==> config.mk <==
export PLATFORM = sky130hd
export DESIGN_NAME = routerOutputTop
export DESIGN_NICKNAME = d
export VERILOG_FILES = /design/src/source/routerPkg.sv /design/src/source/flitBudgetCounter.sv /design/src/source/inputPort.sv /design/src/source/outputArbiter.sv /design/src/source/outputStage.sv /design/src/source/routerOutputTop.sv
export SDC_FILE = /design/constraint.sdc
export NUM_CORES = 1
export LEC_CHECK = 0
export ABC_AREA = 1
export BUFFER_PORTS_ARGS = -buffer_cell sky130_fd_sc_hd__buf_2
export CAP_MARGIN = 0
export CELL_PAD_IN_SITES_DETAIL_PLACEMENT = 2
export CELL_PAD_IN_SITES_GLOBAL_PLACEMENT = 2
export CORE_MARGIN = 1.5
export CORE_UTILIZATION = 36
export CTS_CLUSTER_SIZE = 16
export DETAILED_ROUTE_END_ITERATION = 16
export HOLD_SLACK_MARGIN = 0.03
export PLACE_DENSITY_LB_ADDON = 0.1
export REMOVE_ABC_BUFFERS = 1
export SYNTH_ARGS = -nofsm -noshare
export SYNTH_HDL_FRONTEND = slang
export SYNTH_HIERARCHICAL = 1
export SYNTH_SLANG_ARGS = --single-unit
==> constraint.sdc <==
create_clock -name clk -period 5.45 [get_ports clk]
set_input_delay 0.545 -clock clk [delete_from_list [all_inputs] [get_ports clk]]
set_output_delay 0.545 -clock clk [all_outputs]
set_load 0.005 [all_outputs]
==> src/source/routerPkg.sv <==
package routerPkg;

  // Input sides of the router, in rotation order
  localparam int portCount = 5;

  localparam int portLocal = 0;
  localparam int portNorth = 1;
  localparam int portEast  = 2;
  localparam int portWest  = 3;
  localparam int portSouth = 4;

  // Flit layout is id in the top bits, payload below
  localparam int flitIdWidth = 3;
  localparam int lengthWidth = 12;
  localparam int flitWidth   = 16;

  typedef logic [flitWidth-1:0]   flitWord;
  typedef logic [flitIdWidth-1:0] flitId;
  typedef logic [lengthWidth-1:0] pktLength;
  typedef logic [portCount-1:0]   portMask;

  // A header flit carries the packet length in its low payload bits
  localparam flitId flitHeaderId = 3'd1;

  typedef enum logic [2:0]
  {
    ownIdle,
    ownLocal,
    ownNorth,
    ownEast,
    ownWest,
    ownSouth
  } ownerState;

endpackage

==> src/source/flitBudgetCounter.sv <==
`timescale 1ns/100ps

module flitBudgetCounter
  import routerPkg::*;
(
  input  logic    clk,
  input  logic    rst,
  input  flitWord flit,
  input  logic    forward,
  output logic    done
);

  pktLength limit;
  pktLength count;
  flitId    id;

  assign id = flit[flitWidth-1 -: flitIdWidth];

  // The header itself is the first flit of the packet, so the count restarts at one
  always_ff @(posedge clk)
  begin
    if (rst)
    begin
      limit <= '0;
      count <= '0;
    end
    else if (forward)
    begin
      if (id == flitHeaderId)
      begin
        limit <= flit[lengthWidth-1:0];
        count <= pktLength'(1);
      end
      else
      begin
        count <= count + pktLength'(1);
      end
    end
  end

  // Equal counts also hold after reset, so an unused side reads as done
  assign done = (count == limit);

endmodule

==> src/source/inputPort.sv <==
`timescale 1ns/100ps

module inputPort
  import routerPkg::*;
(
  input  logic    clk,
  input  logic    rst,
  input  logic    inReq,
  input  flitWord inFlit,
  output logic    inAck,
  input  logic    forward,
  output logic    held,
  output flitWord flit
);

  typedef enum logic
  {
    recvIdle,
    recvAck
  } recvState;

  recvState state;
  logic     accept;

  // A new flit is only taken while the one-flit register is free
  assign accept = (state == recvIdle) && inReq && !held;

  always_ff @(posedge clk)
  begin
    if (rst)
    begin
      state <= recvIdle;
    end
    else
    begin
      case (state)
        recvIdle:
          if (accept)
            state <= recvAck;
        recvAck:
          if (!inReq)
            state <= recvIdle;
        default:
          state <= recvIdle;
      endcase
    end
  end

  always_ff @(posedge clk)
  begin
    if (rst)
      held <= 1'b0;
    else if (forward)
      held <= 1'b0;
    else if (accept)
      held <= 1'b1;
  end

  always_ff @(posedge clk)
  begin
    if (accept)
      flit <= inFlit;
  end

  assign inAck = (state == recvAck);

endmodule

==> src/source/outputArbiter.sv <==
`timescale 1ns/100ps

module outputArbiter
  import routerPkg::*;
(
  input  logic    clk,
  input  logic    rst,
  input  portMask held,
  input  flitWord flitL,
  input  flitWord flitN,
  input  flitWord flitE,
  input  flitWord flitW,
  input  flitWord flitS,
  input  portMask forward,
  output portMask grant
);

  ownerState  state;
  ownerState  nextState;
  logic [2:0] ownerIdx;
  logic       started;
  logic       ownerDone;
  logic       ownerForward;
  logic       rotate;
  portMask    done;

  flitBudgetCounter i_budgetL (
    .clk     (clk),
    .rst     (rst),
    .flit    (flitL),
    .forward (forward[portLocal]),
    .done    (done[portLocal])
  );

  flitBudgetCounter i_budgetN (
    .clk     (clk),
    .rst     (rst),
    .flit    (flitN),
    .forward (forward[portNorth]),
    .done    (done[portNorth])
  );

  flitBudgetCounter i_budgetE (
    .clk     (clk),
    .rst     (rst),
    .flit    (flitE),
    .forward (forward[portEast]),
    .done    (done[portEast])
  );

  flitBudgetCounter i_budgetW (
    .clk     (clk),
    .rst     (rst),
    .flit    (flitW),
    .forward (forward[portWest]),
    .done    (done[portWest])
  );

  flitBudgetCounter i_budgetS (
    .clk     (clk),
    .rst     (rst),
    .flit    (flitS),
    .forward (forward[portSouth]),
    .done    (done[portSouth])
  );

  assign ownerIdx = 3'(state - 1);

  always_comb
  begin
    grant = '0;
    if (state != ownIdle)
      grant[ownerIdx] = 1'b1;
  end

  assign ownerDone    = |(grant & done);
  assign ownerForward = |(grant & forward);

  // The counter still shows the previous packet as done until the new header
  // has been forwarded, so the owner is only released after it has started
  assign rotate = (state != ownIdle) && started && ownerDone;

  always_comb
  begin
    int side;
    side      = 0;
    nextState = state;
    if (state == ownIdle)
    begin
      for (int i = portCount - 1; i >= 0; i--)
      begin
        if (held[i])
          nextState = ownerState'(3'(i + 1));
      end
    end
    else if (rotate)
    begin
      // Search from the side after the owner, owner last
      nextState = ownIdle;
      for (int i = portCount; i >= 1; i--)
      begin
        side = (int'(ownerIdx) + i) % portCount;
        if (held[side])
          nextState = ownerState'(3'(side + 1));
      end
    end
  end

  always_ff @(posedge clk)
  begin
    if (rst)
    begin
      state   <= ownIdle;
      started <= 1'b0;
    end
    else
    begin
      state <= nextState;
      if (rotate)
        started <= 1'b0;
      else if (ownerForward)
        started <= 1'b1;
    end
  end

endmodule

==> src/source/outputStage.sv <==
`timescale 1ns/100ps

module outputStage
  import routerPkg::*;
(
  input  logic    clk,
  input  logic    rst,
  input  portMask grant,
  input  portMask held,
  input  flitWord flitL,
  input  flitWord flitN,
  input  flitWord flitE,
  input  flitWord flitW,
  input  flitWord flitS,
  output portMask forward,
  output logic    outReq,
  input  logic    outAck,
  output flitWord outFlit
);

  typedef enum logic [1:0]
  {
    sendEmpty,
    sendReq,
    sendWaitLow
  } sendState;

  sendState state;
  flitWord  ownerFlit;

  // Grant is one-hot, so at most one side can be selected here
  always_comb
  begin
    ownerFlit = '0;
    if (grant[portLocal])
      ownerFlit = flitL;
    if (grant[portNorth])
      ownerFlit = flitN;
    if (grant[portEast])
      ownerFlit = flitE;
    if (grant[portWest])
      ownerFlit = flitW;
    if (grant[portSouth])
      ownerFlit = flitS;
  end

  assign forward = (state == sendEmpty) ? (grant & held) : '0;

  always_ff @(posedge clk)
  begin
    if (rst)
    begin
      state <= sendEmpty;
    end
    else
    begin
      case (state)
        sendEmpty:
          if (|forward)
            state <= sendReq;
        sendReq:
          if (outAck)
            state <= sendWaitLow;
        sendWaitLow:
          if (!outAck)
            state <= sendEmpty;
        default:
          state <= sendEmpty;
      endcase
    end
  end

  always_ff @(posedge clk)
  begin
    if (|forward)
      outFlit <= ownerFlit;
  end

  assign outReq = (state == sendReq);

endmodule

==> src/source/routerOutputTop.sv <==
`timescale 1ns/100ps

module routerOutputTop
  import routerPkg::*;
(
  input  logic    clk,
  input  logic    rst,
  input  portMask inReq,
  output portMask inAck,
  input  flitWord inFlitL,
  input  flitWord inFlitN,
  input  flitWord inFlitE,
  input  flitWord inFlitW,
  input  flitWord inFlitS,
  output logic    outReq,
  input  logic    outAck,
  output flitWord outFlit
);

  portMask held;
  portMask forward;
  portMask grant;
  flitWord flitL;
  flitWord flitN;
  flitWord flitE;
  flitWord flitW;
  flitWord flitS;

  inputPort i_inputPortL (
    .clk     (clk),
    .rst     (rst),
    .inReq   (inReq[portLocal]),
    .inFlit  (inFlitL),
    .inAck   (inAck[portLocal]),
    .forward (forward[portLocal]),
    .held    (held[portLocal]),
    .flit    (flitL)
  );

  inputPort i_inputPortN (
    .clk     (clk),
    .rst     (rst),
    .inReq   (inReq[portNorth]),
    .inFlit  (inFlitN),
    .inAck   (inAck[portNorth]),
    .forward (forward[portNorth]),
    .held    (held[portNorth]),
    .flit    (flitN)
  );

  inputPort i_inputPortE (
    .clk     (clk),
    .rst     (rst),
    .inReq   (inReq[portEast]),
    .inFlit  (inFlitE),
    .inAck   (inAck[portEast]),
    .forward (forward[portEast]),
    .held    (held[portEast]),
    .flit    (flitE)
  );

  inputPort i_inputPortW (
    .clk     (clk),
    .rst     (rst),
    .inReq   (inReq[portWest]),
    .inFlit  (inFlitW),
    .inAck   (inAck[portWest]),
    .forward (forward[portWest]),
    .held    (held[portWest]),
    .flit    (flitW)
  );

  inputPort i_inputPortS (
    .clk     (clk),
    .rst     (rst),
    .inReq   (inReq[portSouth]),
    .inFlit  (inFlitS),
    .inAck   (inAck[portSouth]),
    .forward (forward[portSouth]),
    .held    (held[portSouth]),
    .flit    (flitS)
  );

  outputArbiter i_outputArbiter (
    .clk     (clk),
    .rst     (rst),
    .held    (held),
    .flitL   (flitL),
    .flitN   (flitN),
    .flitE   (flitE),
    .flitW   (flitW),
    .flitS   (flitS),
    .forward (forward),
    .grant   (grant)
  );

  outputStage i_outputStage (
    .clk     (clk),
    .rst     (rst),
    .grant   (grant),
    .held    (held),
    .flitL   (flitL),
    .flitN   (flitN),
    .flitE   (flitE),
    .flitW   (flitW),
    .flitS   (flitS),
    .forward (forward),
    .outReq  (outReq),
    .outAck  (outAck),
    .outFlit (outFlit)
  );

endmodule

After elaboration in Yosys (flattened, before gate mapping)
Index checks and enable logic that the tools add are counted.
Word-level totals
  word-level logic and storage cells: 179
  output and inout port bits: 22
  bits in registers: 232
  input bits: 88
Operators by class
  muxes and demuxes: 60
  $add $sub $neg: 16
  bitwise operators: 8
  reduce and logical (&&, ||, !) cells: 38
  divide/modulo/power cells: 5
  equality and inequality tests: 16
  $lt $le $gt $ge: 7
Operators by type and width (number)
  $lt A32 B5 Y1 const B: 5
  $mod A32 B4 Y32 const B: 5
  $mux W16: 5
  $add A12 B1 Y12 const B: 5
  $eq A12 B12 Y1: 5
  $mux W12: 5
  $mux W3: 12
  $mux W1: 21
  $add A3 B2 Y3 const B: 5
  $and A5 B5 Y5: 3
  $bmux W1 S3: 5
  $eq A3 B1 Y1 const B: 5
  $reduce_or A5 Y1: 3
  $logic_and A1 B1 Y1: 13
  $reduce_and A2 Y1: 6
  $reduce_or A2 Y1: 6
  $mux W5: 2
  $pmux W1 S2: 5
  $add A3 B2 Y4 const B: 2
  $add A3 B3 Y4 const B: 2
  $mux W2: 3
  $ne A6 B6 Y1 const B: 1
  $pmux W2 S3: 1
  $logic_not A1 Y1: 5
  15 further kinds: 20

Logic depth before layout (Yosys ltp)
Gate-level depths: netlist of the first run.
  depth in word-level cells: 13
  depth in mapped cells: 33
  gate-level depth less buffers: 32

Hierarchy
Netlist of the first run, hierarchy kept.
Modules (own cells, without submodules)
  flitBudgetCounter: instances 5, cells each 157, area each 1169.9 um^2, seq. area each 480.5 um^2
  inputPort: instances 5, cells each 28, area each 564.3 um^2, seq. area each 520.5 um^2
  outputArbiter: instances 1, cells each 340, area each 2053.2 um^2, seq. area each 80.1 um^2
  outputStage: instances 1, cells each 237, area each 1485.2 um^2, seq. area each 520.5 um^2

Worst setup path before layout of the first run
OpenSTA, ideal clock, no wires.
  path type: reg-to-reg
  start: register i_outputArbiter.state[0]
  end: register i_outputArbiter.state[0]
  path buffers: 1
  data required time: 5.336 ns
  stages on the path, launching flop included: 31
  period minus slack after synthesis: 3.949 ns
  setup slack: 1.501 ns
  arrival time: 3.835 ns
  library setup time: 0.114 ns
  path through: dfxtp_1 > inv_2 > clkbuf_1 > ha_1 > inv_1 > nand2_1 > nand2_1 > ha_1 > inv_1 > nand3_1 > nand2_1 > nand2_1 > nand2_1 > ha_1 > inv_1 > or2_2 > nand2_2 > nand2_2 > nand2_2 > xor2_2 > nand3_1 > nand3_1 > nand2_1 > nand2_1 > nand2_1 > nand2_1 > nand2_1 > nand2_1 > nand2_1 > nand2_1 > a21oi_2
On the way
  cells in the longest elaborated chain, start to end: 13
  elaborated cells between the ends (all ways): 53
  those cells by class: add/sub: 11; div: 5; order compare: 2; eq/ne: 1; mux: 25; bitwise: 1; reduce/logical: 8
RTL lines
  start, declared: line outputArbiter.sv:18  | ownerState state;
  start signal, assigned: line outputArbiter.sv:113  | state <= ownIdle;
  start signal, assigned: line outputArbiter.sv:118  | state <= nextState;
  $sub A3 B1 Y3: line outputArbiter.sv:67  | assign ownerIdx = 3'(state - 1);
  $add A3 B3 Y4: line outputArbiter.sv:102  | side = (int'(ownerIdx) + i) % portCount;
  $mod A32 B4 Y32: line outputArbiter.sv:102
  $bmux W1 S3: line outputArbiter.sv:103  | if (held[side])
  $mux W1 (not written as such) (2 in a row): line outputArbiter.sv:103
  $mux W3 (5 in a row): line outputArbiter.sv:103
  $mux W3: line outputArbiter.sv:96  | else if (rotate)
  $mux W3: line outputArbiter.sv:88  | if (state == ownIdle)
Parallel ways exist; a longest one is shown, timed or not. The select of a mux whose other input is x is not followed.
A chain may end at the register's enable or synchronous reset.

Worst setup path in the final report of the first run
Same ends and word-level chain as after synthesis.

==> key figures, run 1 <==
Outcome
  – Outcome: complete, no violations

Final layout
  – Ant diodes: 0
  – Final nets: 1738
  – Most frequent cells in the layout: nand2_1, nor2_1, inv_1
  – Filler cells: 3841
  – Commonest non-fill, non-tap cell in the layout: nand2_1
  – Layout cell share with drive strength beyond 1: 17.9%
  – P&R area growth vs syn: 15.3%

Power and ir drop
  – Clk pwr share: 24.6%
  – Switching power share of the total: 43.8%
  – P per Cell Area: 543 mW/mm^2
  – Logic pwr share: 49.0%
  – Sw power: roughly 3.3 mW
  – Max IR drop VDD: 532 uV
  – LEAKAGE: 5.76 nW
  – Sequential group share of total power: 26.4%
  – Internal power: 4.30 mW

Routing
  – Routed WL per cell: 18.6 microns
  – TritonRoute pass-1 iters: 4
  – Drt first-iter violations: 364
  – Total wire length: about 40000 microns
  – Drt drc: 0
  – Vias: 10351
  – Detail Route Antenna Nets: 0
  – Vias/cell: 4.96

Clocking
  – Max Root-Sink Buffers: 3
  – Clock Latency Late Sink: 560 ps
  – Post_cts resized: 0
  – H-tree levels: 1
  – Clock transition at the registers of the reported paths: 60 ps
  – CTS buffer count: 28
  – Clock sink count: 232
  – CTS tree: built
  – Hold_buf cts: 0
  – Post-CTS Setup Inserts: 0
  – Clock Tree Root: clkbuf_16

Floorplan
  – Die width: 187 microns
  – Die area: around 0.035 sq mm
  – Boundary pin count: 110
  – Core footprint: 0.0334 sq mm
  – FP Rows: 67
  – Initial core utilization: 36.5%
  – Die Ht: 187 microns

Logic synthesis
  – Syn Inst Count: ~1500
  – Post-synth top flop: dfxtp_1
  – Post-Synthesis Cell Area: 0.0122 sq mm
  – Syn avg cell area: 8.13 sq um
  – Post-synth EDFFs: 96
  – Netlist cell types: 52
  – Sequential area share after synthesis: 45.9%
  – Async SR Flop Fraction: 0%
  – Flops & latches, synth: approximately 230
  – Number of synthesis warnings: 6

Timing
  – Tmin final: 4270 ps
  – Fin. Hold Viols: 0
  – Slew Limit Headroom: around 13%
  – WHS: 154 ps
  – Crit share post-route: roughly four fifths
  – Pins over their slew limit: 0
  – Fin worst setup slack: 1180 ps
  – Setup TNS: 0 ps
  – Endpoints failing setup: 0
  – Final Skew: 23.6 ps
  – Least-Margin Pin Slew: 1290 ps
  – Fmax: 234 MHz
  – RSZ-0062 raised after global routing: false

GRT
  – GR Overflow Total: 0
  – Pin count of the biggest net entering global routing: 36
  – Initial antenna violation count: 0
  – Total track usage: between 20% and 30%
  – Vias in the first global route: about 11000
  – First-pass GRT wire length: 62100 microns

Critical path
  – Crit Path Max Fanout: 18
  – Crit-path slowest cell: ha_1
  – CP top delay family: simple AND/OR/NAND/NOR gates
  – Worst setup SP type: flop
  – CP Data Required Time: 5890 ps
  – Worst Setup End Kind: flop
  – CP peak stage delay: around 540 ps
  – Most used cell, CP: nand2_1
  – Critical Path AT: 4710 ps
  – Reg2Reg Setup Slack: around 1200 ps
  – CP bufs+invs: 4
  – Kind of critical path: flop to flop

Placement
  – GP Congestion: 0.821
  – DP HPWL: between 20000 and 30000 microns
  – Pre-CTS WS: 1140 ps
  – Port-buffer cells: 109

Hold path
  – Hold WC Path Type: primary input to flop

Flow run
  – MaxCap Viol Count: 0
cell usage after synthesis, drive strengths merged, types with 2 or more instances:
cell type	number	share of area [%]
or2	7	0.36
o21ai	114	4.8
nand2	360	12
inv	163	5.0
xor2	6	0.65
buf	23	1.7
dfxtp	136	22
nor2	243	8.2
clkbuf	16	0.75
o211ai	6	0.41
a21oi	78	3.7
nor3	22	0.90
xnor2	61	4.4
nand4	29	2.1
nand3	86	4.3
a31oi	13	0.67
a221oi	2	0.19
ha	31	3.2
o31ai	2	0.12
edfxtp	96	24
cell type report:
| class | instances | area [sq um] | share of cell area (%) |
|---|---|---|---|
| clock buffers | 34 | 743 | 5.28 |
| multi-input cells | 1068 | 5700 | 40.5 |
| clock inverters | 18 | 185 | 1.32 |
| flip-flops and latches | 232 | 5610 | 39.8 |
| inverters | 163 | 612 | 4.35 |
| repair buffers | 126 | 673 | 4.78 |
| well taps | 448 | 561 | 3.98 |
layer usage:
metal	part of all wire, %	routed length (microns)	up-vias	GRT usage, %
li1	-	-	5124	-
met1	45	17500	5085	27.8
met2	51	19900	105	41.5
met3	2.6	1020	37	2.40
met4	1.6	617	0	4.25
met5	0	0	-	0
sequential cells by signal (all words and copies together), names as in the netlist, 12 cells and up:
register,cells
i_outputArbiter/i_budgetL/limit,12
i_inputPortS/flit,16
i_outputArbiter/i_budgetW/limit,12
i_outputArbiter/i_budgetS/count,12
i_outputArbiter/i_budgetN/limit,12
i_inputPortL/flit,16
i_outputArbiter/i_budgetL/count,12
i_outputArbiter/i_budgetW/count,12
i_outputArbiter/i_budgetE/count,12
i_inputPortN/flit,16
i_outputArbiter/i_budgetE/limit,12
i_outputArbiter/i_budgetN/count,12
i_outputArbiter/i_budgetS/limit,12
i_outputStage/outFlit,16
i_inputPortW/flit,16
i_inputPortE/flit,16
final timing paths:
kind | startpoint | endpoint | cells after the start
min | inFlitS[1] | i_inputPortS/flit[1]$_DFFE_PP_ | 1
max reg2reg | i_outputArbiter/state[0]$_SDFFE_PP0P_ | i_outputArbiter/state[0]$_SDFFE_PP0P_ | 29
min reg2reg | i_inputPortL/inAck$_SDFF_PP0_ | i_inputPortL/inAck$_SDFF_PP0_ | 2
max | i_outputArbiter/state[0]$_SDFFE_PP0P_ | i_outputArbiter/state[0]$_SDFFE_PP0P_ | 29
kinds of logic after synthesis:
family	after synthesis	share of synthesized area, %
AND/OR/NAND/NOR	749	28.1
flip-flops	232	45.9
AO/OA/AOI/OAI	221	10.3
buffers and inverters	202	7.49
XOR/XNOR	67	5.02
adder cells (fa/ha/maj)	31	3.18
stage by stage:
stage / util, % / std cells / total power [mW] / area (sq um)
global route: 42.1 / 2089 / 8.30 / 14100
CTS: 42.1 / 2089 / 7.75 / 14100
detailed placement: 39.3 / 2037 / 5.81 / 13200
global placement: 39.3 / 2037 / 5.67 / 13200
floorplan: - / 1463 / 4.81 / 11900
finish: 42.1 / 2089 / 7.64 / 14100
power by group through the flow:
stage               logic (mW)  clock network (mW)  registers, mW
floorplan                 2.77                   0           2.04
global placement          3.62                   0           2.05
detailed placement        3.76                   0           2.05
CTS                       3.80                1.93           2.02
global route              4.26                2.01           2.02
finish                    3.75                1.88           2.01
Note: power is estimated with default switching activity, not from simulation.
==> inputs of run 2 (changes only) <==
CORE_UTILIZATION = 33   (was 36)
clock period = 3.5 ns   (was 5.45 ns; I/O delays follow)
==> run 2 against run 1 <==
Net effect:
- clock-buffer cell count grew 7
- setup slack lost 1000 ps
- die area grew 8.9%
- first-iteration DRC count grew 2.5%
- flip-flop and latch count is the same
- power grew 82%
- highest routed layer unchanged
- sequential power grew 56%
- global-route usage grew 0.79 points
- routed wire length grew 14%
- combinational power grew 100%
- core utilization grew 0.81 points
==> key figures, run 2 (synthesis results as in run 1) <==
Floorplan
  – Initial core utilization: 33.4%
  – Die Ht: approximately 200 microns
  – Core footprint: 0.0365 sq mm
  – Die area: approximately 0.038 sq mm
  – Die width: 195 microns
  – Boundary pin count: between 100 and 150
  – FP Rows: 70

Routing
  – TritonRoute pass-1 iters: 4
  – Total wire length: between 40000 and 50000 microns
  – Drt drc: 0
  – Vias/cell: 4.93
  – Detail Route Antenna Nets: 0
  – Drt first-iter violations: 373
  – Vias: 11043
  – Routed WL per cell: about 20 microns

Final layout
  – Multi-input logic area: 0.00598 sq mm
  – P&R area growth vs syn: 28.4%
  – Commonest non-fill, non-tap cell in the layout: nand2_1
  – Most frequent cells in the layout: nand2_1, nor2_1, inv_1
  – Filler cells: 4070
  – Final core utilization: 42.9%
  – Final nets: around 1900
  – FF/Latch Area: 0.00561 sq mm
  – Layout cell share with drive strength beyond 1: 22.0%
  – Final instance area: 0.0157 sq mm

Clocking
  – Clock transition at the registers of the reported paths: roughly 70 ps
  – CTS buffer count: 28
  – H-tree levels: 1
  – Clock Latency Late Sink: roughly 560 ps
  – CTS tree: built
  – Clock sink count: 232
  – Max Root-Sink Buffers: 3
  – Clock Tree Root: clkbuf_16

Critical path
  – Worst setup SP type: flop
  – Worst Setup End Kind: flop
  – CP peak stage delay: 340 ps
  – Crit-path slowest cell: dfxtp_2
  – Critical Path AT: 3780 ps
  – Crit Path Max Fanout: 5
  – Kind of critical path: flop to flop
  – CP Data Required Time: 3950 ps
  – CP top delay family: simple AND/OR/NAND/NOR gates
  – Most used cell, CP: nand2_1
  – CP bufs+invs: 5

GRT
  – GR Overflow Total: 0
  – Initial antenna violation count: 1
  – Vias in the first global route: 12242
  – Pin count of the biggest net entering global routing: 35
  – First-pass GRT wire length: roughly 70000 microns
  – Total track usage: between 20% and 30%

Power and ir drop
  – Max IR drop VDD: 910 uV
  – P per Cell Area: 887 mW/mm^2
  – LEAKAGE: around 6.4 nW

Placement
  – Pre-CTS WS: -137 ps
  – Placed inst area: roughly 0.013 sq mm
  – Port-buffer cells: 109
  – GP Congestion: between 0.8 and 0.9
  – DP HPWL: 30700 microns

Timing
  – Pins over their slew limit: 0
  – Slew Limit Headroom: 43.5%
  – Final Skew: 12.7 ps
  – Endpoints failing setup: 0
  – Fin worst setup slack: 172 ps
  – Least-Margin Pin Slew: roughly 850 ps
  – Fin. Hold Viols: 0
  – Fmax: between 300 and 400 MHz
  – WHS: around 64 ps
  – Tmin final: 3330 ps
  – Crit share post-route: 95.1%

Hold path
  – Hold WC Path Type: primary input to flop

Outcome
  – Outcome: complete, no violations

Flow run
  – MaxCap Viol Count: 0
-- run 2: cell count changes in the layout (fill, tap and decap cells not counted), moves of 8 or more --
| cell | before | now |
|---|---|---|
| nand2_1 | 320 | 306 |
| buf_4 | 17 | 62 |
| dlygate4sd3_1 | 0 | 84 |
| ha_1 | 31 | 21 |
| nand3_1 | 69 | 61 |
| nand2_4 | 4 | 14 |
-- run 2: per-stage QoR --
stage	std cells	setup TNS, ps	power [mW]
floorplan	1463	-111980	7.48
global placement	2085	0	9.15
detailed placement	2085	-196	9.38
CTS	2224	0	13.1
global route	2240	-226	14.9
finish	2240	0	13.9
-- run 2: area by class of cell --
| class | instances | share of cell area, % |
|---|---|---|
| antenna | 1 | 0.0160 |
| clock buffer | 41 | 5.31 |
| clock inverter | 11 | 1.15 |
| inverter | 163 | 3.95 |
| multi-input combinational | 1068 | 38.2 |
| sequential | 232 | 35.8 |
| tap | 468 | 3.74 |
| timing repair buffer | 256 | 11.9 |
-- run 2: power breakdown --
part / internal [mW] / switching [mW]
combinational: 2.88 / 4.64
clock: 2.01 / 1.23
sequential: 3.03 / 0.119
-- run 2: path summary, 6_finish.rpt --
kind / start / to / slack, ps / cells after the start
max: i_outputArbiter/state[1]$_SDFFE_PP0P_ / i_outputArbiter/state[0]$_SDFFE_PP0P_ / 170 / 28
min: inReq[1] / i_inputPortN/inAck$_SDFF_PP0_ / 60 / 3
max reg2reg: i_outputArbiter/state[1]$_SDFFE_PP0P_ / i_outputArbiter/state[0]$_SDFFE_PP0P_ / 170 / 28
min reg2reg: i_outputStage/state[0]$_SDFFE_PP0P_ / i_outputStage/state[1]$_SDFFE_PP0P_ / 430 / 1
-- run 2: timing repair --
item / CTS / global route
hold endpoints to repair: 84 / 0
buffers inserted: 3 / 15
setup endpoints to repair: 3 / 3
hold buffers: 84 / 0
resized for setup: 15 / 60
pin swaps: 3 / 26
-- run 2: metal layers --
metal / global-route usage, % / part of all wire, %
met5: 0 / 0
met4: 9.36 / 4.0
met3: 3.25 / 2.5
met2: 41.4 / 51
met1: 27.8 / 43
-- run 2: tightest hold or removal path: stages --
cell and delay (ps):
buf_2 120, nand2_1 60, a21oi_1 40
==> inputs of run 3 (changes only) <==
RECOVER_POWER = 25   (was unset)
==> run 3 against run 2 <==
Net effect:
- cell count did not move
- core utilization decreased by 0.11 points
- register-to-register slack is essentially flat
- sequential power is essentially flat
- clock power is essentially flat
- combinational power hardly changed
- routed wire length barely moved
==> key figures, run 3 (synthesis results as in run 1) <==
Outcome
  – Outcome: complete, no violations

Floorplan
  – Boundary pin count: 110
  – Die area: 0.0382 sq mm
  – Die width: 195 microns
  – Core footprint: 0.0365 sq mm
  – FP Rows: 70
  – Die Ht: 195 microns
  – Initial core utilization: around a third

Power and ir drop
  – Max IR drop VDD: 911 uV
  – P per Cell Area: 889 mW/mm^2
  – LEAKAGE: 6.33 nW
  – Total chip power: 13.9 mW

Hold path
  – Hold WC Path Type: primary input to flop
  – Hold path startpoint: inReq[1]
  – Sink of the worst hold path: i_inputPortN/inAck$_SDFF_PP0_
  – Worst Hold Path Cells: 3

Flow run
  – MaxCap Viol Count: 0

Clocking
  – Clock Latency Late Sink: 560 ps
  – H-tree levels: 1
  – CTS buffer count: 28
  – Clock sink count: 232
  – CTS tree: built
  – Max Root-Sink Buffers: 3
  – Clock Tree Root: clkbuf_16
  – Clock transition at the registers of the reported paths: approximately 70 ps

Critical path
  – Most used cell, CP: nand2_1
  – Kind of critical path: flop to flop
  – Crit-path slowest cell: dfxtp_2
  – Worst Setup End Kind: flop
  – Reg2Reg Setup Slack: approximately 160 ps
  – Critical Path AT: 3790 ps
  – Depth of the most critical reg-to-reg path: 28
  – Worst setup SP type: flop
  – CP peak stage delay: roughly 340 ps
  – RR Endpoint: i_outputArbiter/state[0]$_SDFFE_PP0P_
  – CP Launch Point: i_outputArbiter/state[1]$_SDFFE_PP0P_
  – CP Data Required Time: 3950 ps
  – Worst reg2reg path startpoint: i_outputArbiter/state[1]$_SDFFE_PP0P_
  – Crit Path Max Fanout: 5

Timing
  – Endpoints failing setup: 0
  – WHS: 63.4 ps
  – Crit share post-route: 95.4%
  – Fmax: 299 MHz
  – Tmin final: 3340 ps
  – Pins over their slew limit: 0
  – Final Skew: ~14 ps
  – Least-Margin Pin Slew: 839 ps
  – Fin. Hold Viols: 0
  – Slew Limit Headroom: 44.0%

Placement
  – GP Congestion: 0.828
  – DP HPWL: 30700 microns
  – Placed instance count: 2085
  – Port-buffer cells: between 100 and 150

Final layout
  – Non-Filler Instances: 2240
  – Layout cell share with drive strength beyond 1: around 20%
  – Most frequent cells in the layout: nand2_1, nor2_1, inv_1
  – Final nets: ~1900
  – Commonest non-fill, non-tap cell in the layout: nand2_1
  – P&R area growth vs syn: 28.0%

Routing
  – Vias/cell: between 4 and 5
  – TritonRoute pass-1 iters: 5
  – Drt first-iter violations: approximately 400
  – Vias: 11053
  – Drt drc: 0
  – Total wire length: 44400 microns
  – Routed WL per cell: 19.8 microns
  – Detail Route Antenna Nets: 0

GRT
  – Total track usage: 23.1%
  – First-pass GRT wire length: 68400 microns
  – Pin count of the biggest net entering global routing: 35
  – Initial antenna violation count: 1
  – GR Overflow Total: 0
  – Vias in the first global route: 12242
run 3: cell types whose count changed in the layout (fill, tap and decap cells not counted), sizes merged:
cell    change
buf        -30
clkbuf     +30
run 3: worst max-delay path by stage:
stage / endpoint / slack [ps]
after CTS: i_outputArbiter/state[0]$_SDFFE_PP0P_ / 9
final: i_outputArbiter/state[0]$_SDFFE_PP0P_ / 160
after global placement: i_outputArbiter/state[0]$_SDFFE_PP0P_ / 90
after detailed placement: i_outputArbiter/state[0]$_SDFFE_PP0P_ / -140
after global routing: i_outputArbiter/state[0]$_SDFFE_PP0P_ / -130
after floorplan: i_outputArbiter/i_budgetN/count[8]$_SDFFE_PP0P_ / -1420
run 3: per-stage QoR:
stage	TNS [ps]	worst slack (ps)	util, %	cell area [sq um]
after floorplan	-111980	-1420	-	11900
after global placement	0	93.1	36.7	13400
after detailed placement	-196	-137	36.7	13400
after CTS	0	9.35	42.0	15300
after global routing	-226	-128	42.8	15600
final	0	160	42.8	15600
run 3: what timing repair did:
action,in CTS,in global routing
gates cloned,0,0
resized for setup,15,60
setup endpoints to repair,3,3
setup buffers,3,15
hold buffers,84,0
pin swaps,3,26
endpoints found under the hold margin,84,0
run 3: layout make-up:
| cell class | instances | area, sq um |
|---|---|---|
| Tap cell | 468 | 586 |
| Clock inverter | 11 | 180 |
| Inverter | 163 | 619 |
| Fill cell | 4085 | 20900 |
| Antenna cell | 1 | 2.50 |
| Clock buffer | 41 | 832 |
| Timing Repair Buffer | 256 | 1830 |
| Multi-Input combinational cell | 1068 | 5980 |
| Sequential cell | 232 | 5610 |
run 3: layer usage:
layer  wire length [microns]  global-route usage, %
met1                   18800                   27.8
met2                   22600                   41.4
met3                    1290                   3.25
met4                    1740                   9.36
met5                       0                      0
run 3: critical path: cells and delay by family (launching register included):
family	cells	cell delay, ps
AO/OA/AOI/OAI	2	280
flip-flops	1	340
XOR/XNOR	1	150
AND/OR/NAND/NOR	17	1390
adder cells (fa/ha/maj)	3	550
buffers and inverters	5	500
run 3: where the power goes:
group          total, mW  internal, mW  switching (mW)
logic               7.51          2.87            4.64
clock network       3.24          2.01            1.23
registers           3.14          3.03           0.119
total               13.9          7.91            6.00
